<file path="src/source/hk_pkg.sv">
/*
 * Shared widths, codes and types of the board housekeeping block.
 * Counter widths are cut down for short simulations. The board uses
 * 17 bits for the settle counter and 28 bits for the blink counter.
 */
package hk_pkg;

  ////////////////////////////////////////////////////////////////////////////
  // Identification codes
  localparam logic [7:0] DEVICE_ID       = 8'h2f;
  localparam logic [7:0] DEVICE_REVISION = 8'd4;  // Both straps low

  localparam logic [7:0] REV_ID_STRAP_11 = 8'd1;
  localparam logic [7:0] REV_ID_STRAP_10 = 8'd2;
  localparam logic [7:0] REV_ID_STRAP_01 = 8'd3;

  ////////////////////////////////////////////////////////////////////////////
  // Widths
  localparam int BOARD_REV_W  = 2;
  localparam int SETTLE_CNT_W = 12;  // Ready after 15/16 of full range
  localparam int LED_CNT_W    = 14;
  localparam int SYNC_STAGES  = 2;

  ////////////////////////////////////////////////////////////////////////////
  // Status levels from the PCIe core, start-up FSM and application

  typedef struct packed {
    logic startup_mode_pcie;  // 1 for the PCIe start path, 0 for USB
    logic user_reset;
    logic link_up;
    logic usb2_fsm_done;
    logic led_aux;            // Application LED
  } status_levels_t;

  // Idle levels while in reset. PCIe mode keeps the USB oscillator off
  localparam status_levels_t STATUS_IDLE = '{
    startup_mode_pcie: 1'b1,
    default:           1'b0
  };

  // Hardware configuration word as software reads it
  typedef struct packed {
    logic       present;   // Always set
    logic       usb_mode;
    logic [5:0] reserved;
    logic [7:0] dev_id;
    logic [7:0] rev_id;
    logic [7:0] low;
  } hwcfg_fields_t;

  typedef union packed {
    logic [31:0]   raw;
    hwcfg_fields_t fields;
  } hwcfg_word_t;

endpackage

</file>
<file path="src/source/board_status_sync.sv">
/*
 * Input synchroniser for status levels and board revision straps.
 * Both status_o and rev_id_o lag their pins by SYNC_STAGES cycles.
 * The revision decode register is the last strap stage.
 * SYNC_STAGES must be 2 or more.
 */
`timescale 1ns/1ps

module board_status_sync import hk_pkg::*; (
  input  logic                   cfg_mclk,
  input  logic                   reset_i,
  input  logic [BOARD_REV_W-1:0] board_rev_i,
  input  status_levels_t         status_i,
  output status_levels_t         status_o,
  output logic [7:0]             rev_id_o
);

  status_levels_t [SYNC_STAGES-1:0]      status_q;
  logic [SYNC_STAGES-2:0][BOARD_REV_W-1:0] strap_q;  // One stage short of status

  logic [BOARD_REV_W-1:0] strap_s;
  logic [7:0]             rev_id_d;
  logic [7:0]             rev_id_q;

  ////////////////////////////////////////////////////////////////////////////
  // Synchroniser chains

  always_ff @(posedge cfg_mclk) begin
    if (reset_i) begin
      status_q <= {SYNC_STAGES{STATUS_IDLE}};
      strap_q  <= '0;
    end else begin
      status_q[0] <= status_i;
      strap_q[0]  <= board_rev_i;
      for (int i = 1; i < SYNC_STAGES; i++) begin
        status_q[i] <= status_q[i-1];
      end
      for (int i = 1; i < SYNC_STAGES - 1; i++) begin
        strap_q[i] <= strap_q[i-1];
      end
    end
  end

  assign strap_s  = strap_q[SYNC_STAGES-2];
  assign status_o = status_q[SYNC_STAGES-1];

  ////////////////////////////////////////////////////////////////////////////
  // Revision decode

  always_comb begin
    case (strap_s)
      2'b11:   rev_id_d = REV_ID_STRAP_11;
      2'b10:   rev_id_d = REV_ID_STRAP_10;
      2'b01:   rev_id_d = REV_ID_STRAP_01;
      default: rev_id_d = DEVICE_REVISION;  // Straps not fitted
    endcase
  end

  always_ff @(posedge cfg_mclk) begin
    if (reset_i) begin
      rev_id_q <= DEVICE_REVISION;  // Decode of cleared straps
    end else begin
      rev_id_q <= rev_id_d;
    end
  end

  assign rev_id_o = rev_id_q;

  // Software treats a zero revision as a missing board
  a_rev_id_nonzero: assert property (@(posedge cfg_mclk) disable iff (reset_i)
    rev_id_o != 8'h00)
    else $error("revision id reads zero");

endmodule

</file>
<file path="src/source/osc_settle_timer.sv">
/*
 * Oscillator settle timer for the USB start path.
 * Ready rises 15 * 2^(SETTLE_CNT_W-4) + 1 cycles after usb_mode_i rises
 * and holds until usb_mode_i drops. The counter wraps after ready.
 */
`timescale 1ns/1ps

module osc_settle_timer import hk_pkg::*; (
  input  logic cfg_mclk,
  input  logic reset_i,
  input  logic usb_mode_i,
  output logic usb_clk_ready_o
);

  logic [SETTLE_CNT_W-1:0] settle_cnt;
  logic                    top_nibble_full;
  logic                    ready_q;

  // Top 4 bits saturated means 15/16 of the range has elapsed
  assign top_nibble_full = &settle_cnt[SETTLE_CNT_W-1 -: 4];

  ////////////////////////////////////////////////////////////////////////////
  // Settle counter

  always_ff @(posedge cfg_mclk) begin
    if (reset_i) begin
      settle_cnt <= '0;
      ready_q    <= 1'b0;
    end else if (!usb_mode_i) begin
      // PCIe path holds the timer idle
      settle_cnt <= '0;
      ready_q    <= 1'b0;
    end else begin
      settle_cnt <= settle_cnt + 1'b1;
      if (top_nibble_full) begin
        ready_q <= 1'b1;  // Sticky until mode change
      end
    end
  end

  assign usb_clk_ready_o = ready_q;

  // USB PHY logic must not see the clock flag drop while the mode holds
  a_ready_held: assert property (@(posedge cfg_mclk) disable iff (reset_i)
    ($past(usb_mode_i) && $past(usb_clk_ready_o)) |-> usb_clk_ready_o)
    else $error("USB clock ready dropped while USB mode held");

endmodule

</file>
<file path="src/source/led_status_blinker.sv">
/*
 * Status LED pattern generator.
 * The blink counter runs freely and reads zero on the first cycle out of
 * reset. The LED output is active low and combinational from the counter
 * and the synchronised status levels.
 */
`timescale 1ns/1ps

module led_status_blinker import hk_pkg::*; (
  input  logic           cfg_mclk,
  input  logic           reset_i,
  input  status_levels_t status_i,
  output logic           gpledint_o
);

  logic [LED_CNT_W-1:0] blink_cnt;

  logic t2;
  logic t1;
  logic t0;

  logic pat_reset;
  logic pat_enum;
  logic pat_usb_init;

  logic led_pcie;
  logic led_usb;
  logic led_on;

  ////////////////////////////////////////////////////////////////////////////
  // Free-running blink counter

  always_ff @(posedge cfg_mclk) begin
    if (reset_i) begin
      blink_cnt <= '1;  // Wraps to zero on the first count
    end else begin
      blink_cnt <= blink_cnt + 1'b1;
    end
  end

  assign t2 = blink_cnt[LED_CNT_W-1];
  assign t1 = blink_cnt[LED_CNT_W-2];
  assign t0 = blink_cnt[LED_CNT_W-3];

  ////////////////////////////////////////////////////////////////////////////
  // Patterns over one period of the top three bits

  assign pat_reset    = t2 & t1 & t0;  // Short flash
  assign pat_enum     = t2 | t1;       // On-on-on-off
  assign pat_usb_init = t2 | t1 | t0;  // Long on, short off

  // PCIe path. Core reset wins over link state
  always_comb begin
    if (status_i.user_reset) begin
      led_pcie = pat_reset;
    end else if (!status_i.link_up) begin
      led_pcie = pat_enum;
    end else begin
      led_pcie = status_i.led_aux;
    end
  end

  // USB path blinks until the start-up FSM completes
  assign led_usb = status_i.usb2_fsm_done ? status_i.led_aux : pat_usb_init;

  assign led_on     = status_i.startup_mode_pcie ? led_pcie : led_usb;
  assign gpledint_o = ~led_on;  // LED pin sinks current

  // Status arrives from the synchroniser and must be resolved by then
  a_led_known: assert property (@(posedge cfg_mclk) disable iff (reset_i)
    !$isunknown(gpledint_o))
    else $error("LED output unknown");

endmodule

</file>
<file path="src/source/hwcfg_word_builder.sv">
/*
 * Hardware configuration word and oscillator buffer enable.
 * The word is registered one cycle after its inputs and reads zero in
 * reset. The buffer enable is combinational from the request and mode.
 */
`timescale 1ns/1ps

module hwcfg_word_builder import hk_pkg::*; (
  input  logic           cfg_mclk,
  input  logic           reset_i,
  input  status_levels_t status_i,
  input  logic [7:0]     rev_id_i,
  input  logic           osc_req_i,
  output hwcfg_word_t    hwcfg_o,
  output logic           osc_buf_en_o
);

  hwcfg_word_t word_d;
  logic        usb_mode;

  assign usb_mode = ~status_i.startup_mode_pcie;

  ////////////////////////////////////////////////////////////////////////////
  // Word assembly

  always_comb begin
    word_d.raw             = '0;  // Reserved and low byte stay zero
    word_d.fields.present  = 1'b1;
    word_d.fields.usb_mode = usb_mode;
    word_d.fields.dev_id   = DEVICE_ID;
    word_d.fields.rev_id   = rev_id_i;
  end

  always_ff @(posedge cfg_mclk) begin
    if (reset_i) begin
      hwcfg_o <= '0;
    end else begin
      hwcfg_o <= word_d;
    end
  end

  ////////////////////////////////////////////////////////////////////////////
  // Oscillator buffer

  // The USB PHY runs from the 26 MHz oscillator, so USB mode forces it on
  assign osc_buf_en_o = osc_req_i | usb_mode;

endmodule

</file>
<file path="src/source/board_housekeeping_top.sv">
/*
 * Board housekeeping top level, all in the cfg_mclk domain.
 * Status levels and straps are asynchronous to cfg_mclk and are
 * synchronised here. Reset is synchronous and active high.
 */
`timescale 1ns/1ps

module board_housekeeping_top import hk_pkg::*; (
  input  logic                   cfg_mclk,
  input  logic                   reset_i,

  input  logic [BOARD_REV_W-1:0] board_rev_i,
  input  status_levels_t         status_i,
  input  logic                   osc_req_i,   // Application oscillator request

  output hwcfg_word_t            hwcfg_o,
  output logic                   usb_clk_ready_o,
  output logic                   osc_buf_en_o,
  output logic                   gpledint_o   // Active low
);

  status_levels_t status_s;
  logic [7:0]     rev_id_s;
  logic           usb_mode_s;

  ////////////////////////////////////////////////////////////////////////////
  // Input side

  board_status_sync u_status_sync (
    .cfg_mclk    (cfg_mclk),
    .reset_i     (reset_i),
    .board_rev_i (board_rev_i),
    .status_i    (status_i),
    .status_o    (status_s),
    .rev_id_o    (rev_id_s)
  );

  assign usb_mode_s = ~status_s.startup_mode_pcie;

  ////////////////////////////////////////////////////////////////////////////
  // Processing

  osc_settle_timer u_settle_timer (
    .cfg_mclk        (cfg_mclk),
    .reset_i         (reset_i),
    .usb_mode_i      (usb_mode_s),
    .usb_clk_ready_o (usb_clk_ready_o)
  );

  led_status_blinker u_led_blinker (
    .cfg_mclk   (cfg_mclk),
    .reset_i    (reset_i),
    .status_i   (status_s),
    .gpledint_o (gpledint_o)
  );

  ////////////////////////////////////////////////////////////////////////////
  // Output side

  hwcfg_word_builder u_hwcfg (
    .cfg_mclk     (cfg_mclk),
    .reset_i      (reset_i),
    .status_i     (status_s),
    .rev_id_i     (rev_id_s),
    .osc_req_i    (osc_req_i),
    .hwcfg_o      (hwcfg_o),
    .osc_buf_en_o (osc_buf_en_o)
  );

endmodule

</file>
<file path="config.mk">
export PLATFORM = sky130hd
export DESIGN_NAME = board_housekeeping_top
export DESIGN_NICKNAME = d
export VERILOG_FILES = /design/src/source/hk_pkg.sv /design/src/source/board_status_sync.sv /design/src/source/osc_settle_timer.sv /design/src/source/led_status_blinker.sv /design/src/source/hwcfg_word_builder.sv /design/src/source/board_housekeeping_top.sv
export SDC_FILE = /design/constraint.sdc
export NUM_CORES = 1
export LEC_CHECK = 0
export ABC_AREA = 1
export BUFFER_PORTS_ARGS = -buffer_cell sky130_fd_sc_hd__buf_4
export CAP_MARGIN = 30
export CELL_PAD_IN_SITES_DETAIL_PLACEMENT = 0
export CELL_PAD_IN_SITES_GLOBAL_PLACEMENT = 1
export CORE_UTILIZATION = 25
export CTS_BUF_LIST = sky130_fd_sc_hd__clkbuf_8
export CTS_CLUSTER_DIAMETER = 40
export DETAILED_ROUTE_END_ITERATION = 8
export PLACE_DENSITY = 0.52
export SLEW_MARGIN = 20
export SYNTH_ARGS = -nofsm -noshare
export SYNTH_HDL_FRONTEND = slang
export SYNTH_SLANG_ARGS = --single-unit
</file>
<file path="constraint.sdc">
create_clock -name cfg_mclk -period 2.05 [get_ports cfg_mclk]
set_input_delay 0.5125 -clock cfg_mclk [delete_from_list [all_inputs] [get_ports cfg_mclk]]
set_output_delay 0.5125 -clock cfg_mclk [all_outputs]
set_load 0.005 [all_outputs]
</file>
==> impl_metrics.csv <==
group,metric,value,unit
outcome,outcome,"completed",
final_layout,utilization,0.289,
placement,hpwl,2.57,mm
yosys,synth_top_family_by_area,"simple AND/OR/NAND/NOR gates",
sta,rsz0062_at_grt,"false",
sta,fin_crit,1730,ps
worst_setup_path,r2r-end,"u_led_blinker.blink_cnt[12]",
floorplanning,io_pins,45,
floorplanning,core-area,8180,sq um
worst_setup_path,arrival,1220,ps
yosys,synthCells,269,
route,ant_nets,0,
placement,dp_slack,511,ps
yosys,yosysWarnings,0,
yosys,synth_fa_ha_area_frac,0.0298,
sta,fin_setup_tns,0,ps
worst_setup_path,reg2reg_depth,6,
cts,cts-root-buf,"clkbuf_8",
yosys,synthDistinctLibCells,27,
placement,place_congestion,0.712,
global_routing,grt_pass1_vias,1357,
sta,fin_ws,316,ps
final_layout,final_nets,304,
route,drcViolationCount,0,
worst_setup_path,critPathKind,"register to output port",
worst_setup_path,critPathMaxStageDelay,350,ps
worst_setup_path,worst-path-buf-inv,1,
worst_setup_path,end_kind,"output port",
worst_setup_path,start_kind,"register",
floorplanning,rows,33,
route,drt_iter0_drc,46,
worst_setup_path,worst_r2r_startpoint,"u_led_blinker.blink_cnt[0]",
yosys,synth_area,2100,sq um
power,ir_drop,0.000223,V
worst_setup_path,r2r_slack,800,ps
power,power.density,830,nW/um^2
global_routing,grt_first_pass_wirelength,6.11,mm
floorplanning,die-area,8760,sq um
yosys,synth.yosys.seq_area_share,0.448,
sta,hold_viol_final,0,
sta,setup_viol,0,
placement,port_buffers,22,
floorplanning,dieWidth,93.6,microns
sta,final.period_utilization,0.846,
worst_hold_path,hold_start,"status_i[4]",
floorplanning,die_h,93.6,microns
cts,cts_buffer_depth,2,
final_layout,diodes,0,
worst_setup_path,path_cells,"nor2_1, nand3_1, o21ai_0, nand2_1, nand2_1, buf_4",
worst_setup_path,crit_top_cell,"nand2_1",
cts,clkTransAtPathRegs,80,ps
cts,cts_resized,0,
global_routing,antenna_found_initial,0,
global_routing,gr-total-overflow,0,
cts,postCtsHoldBufs,0,
route,vias,1531,
cts,htree_levels,2,
cts,tritoncts,"built",
power,p_leak,0.00114,uW
cts,clock-sinks,47,
worst_setup_path,required,1540,ps
yosys,synthSimpleGateAreaFrac,0.284,
sta,fmax,0.577,GHz
worst_setup_path,cp_slowest_cell,"dfxtp_1",
final_layout,fillers,889,
sta,fin_skew,3.52,ps
worst_hold_path,holdPathEnd,"u_status_sync.status_q[4]",
route,post_drt_via_cell_ratio,3.88,
floorplanning,initial_core_util,0.257,
run,max_cap_viol_count,0,
yosys,muxShareOfSynthArea,0,
cts,insertion_delay,300,ps
sta,slew_viol_final,0,
yosys,synth_xor_area_frac,0.00835,
yosys,synth_seq_cells,47,
route,avgRoutedWirePerCell,8.83,microns
final_layout,layout-drive-gt1-share,0.172,
cts,cts_setup_buffers,0,
power,total_power,1960,uW
worst_setup_path,crit_family,"simple AND/OR/NAND/NOR gates",
worst_hold_path,hold_path_class,"primary input to register",
global_routing,grt_max_degree,24,
yosys,avgSynthCellArea,7.80,sq um
final_layout,syn2layout_area_growth,12.5,%
cts,numCtsBuffers,5,
worst_setup_path,cp_max_fo,5,
global_routing,grtUsageTotal,0.0890,
route,first_pass_iters,4,
route,wirelength,3.49,mm
yosys,synth-compound-area-share,0.0507,
worst_hold_path,whs_path_depth,2,
[synth_stat cells]
cell,n,share of area
nand3_2,1,0.0048
buf_2,3,0.0072
inv_1,40,0.072
xnor2_1,1,0.0042
nor2_2,6,0.018
dfxtp_1,47,0.45
nand2_2,3,0.0089
nand3_1,21,0.050
o21ai_0,6,0.014
nand4_1,7,0.021
nand3b_1,2,0.0072
o21ai_1,2,0.0048
nor3_1,2,0.0048
nor2_1,34,0.061
o21a_1,1,0.0036
nor2_8,1,0.0095
buf_4,27,0.097
xor2_1,1,0.0042
or2_2,5,0.015
a21oi_1,9,0.021
conb_1,1,0.0018
a21o_1,1,0.0036
nor2_4,3,0.016
inv_2,1,0.0018
a31oi_1,1,0.0030
ha_1,5,0.030
nand2_1,38,0.068
[cells in the final DEF, fill, tap and decap left out, types with 2 or more instances in the layout]
cell type,instances
ha_1,5
nand2_1,38
nor2_4,3
inv_1,40
dfxtp_1,47
o21ai_1,2
buf_4,22
nand3_1,21
conb_1,22
a21oi_1,9
nor2_2,6
nand3b_1,2
nand4_1,7
nor3_1,2
clkbuf_8,7
or2_2,5
o21ai_0,6
nand2_2,3
nor2_1,34
[metrics by stage]
| stage | area, sq um | hold WS [ps] | instances |
|---|---|---|---|
| global route | 2360 | 395 | 395 |
| CTS | 2360 | 390 | 395 |
| detailed placement | 2260 | 397 | 387 |
| global placement | 2260 | 395 | 387 |
| finish | 2360 | 400 | 395 |
| floorplan | 2180 | 383 | 290 |
[sequential cells by signal (all words and copies together), names as in the netlist]
| register | cells |
|---|---|
| u_status_sync.rev_id_o | 3 |
| u_settle_timer.settle_cnt | 12 |
| u_settle_timer.usb_clk_ready_o | 1 |
| u_status_sync.status_q | 5 |
| u_status_sync.status_o | 5 |
| u_status_sync.strap_q | 2 |
| u_hwcfg.hwcfg_o | 5 |
| u_led_blinker.blink_cnt | 14 |
[report_power, final]
group | internal (uW) | switching (uW)
logic | 121 | 190
registers | 980 | 55.6
clock network | 307 | 306
[layer usage]
layer / vias to the layer above / wire length, microns / global-route usage
met5: - / 0 / 0
met2: 43 / 1410 / 0.133
met3: 7 / 159 / 0.0244
li1: 822 / - / -
met4: 0 / 74 / 0.0385
met1: 659 / 1850 / 0.119
[cell families after synthesis]
kind of cell               Yosys count
and+or+nand+nor                    123
buffers and inverters               71
DFF                                 47
AOI/OAI and AO/OA                   20
adders and majority gates            5
xor gates and xnor gates             2
other                                1
[final cells by class]
class                      instances  area (sq um)  share of cell area
inverter                          41           154              0.0652
clock buffer                       7          96.3              0.0408
tap                              105           131              0.0557
timing repair buffer              22           165              0.0700
clock inverter                     1          7.51             0.00318
sequential                        47           941               0.399
multi-input combinational        172           865               0.366
[worst max path at each step]
stage | depth (start not counted) | from | endpoint
after floorplan | 1 | osc_req_i | osc_buf_en_o
after global placement | 3 | osc_req_i | osc_buf_en_o
after detailed placement | 3 | osc_req_i | osc_buf_en_o
after CTS | 6 | u_led_blinker.blink_cnt[12] | gpledint_o
after global routing | 6 | u_led_blinker.blink_cnt[11] | gpledint_o
final | 6 | u_led_blinker.blink_cnt[12] | gpledint_o
Note: power is estimated with default switching activity, not from simulation.
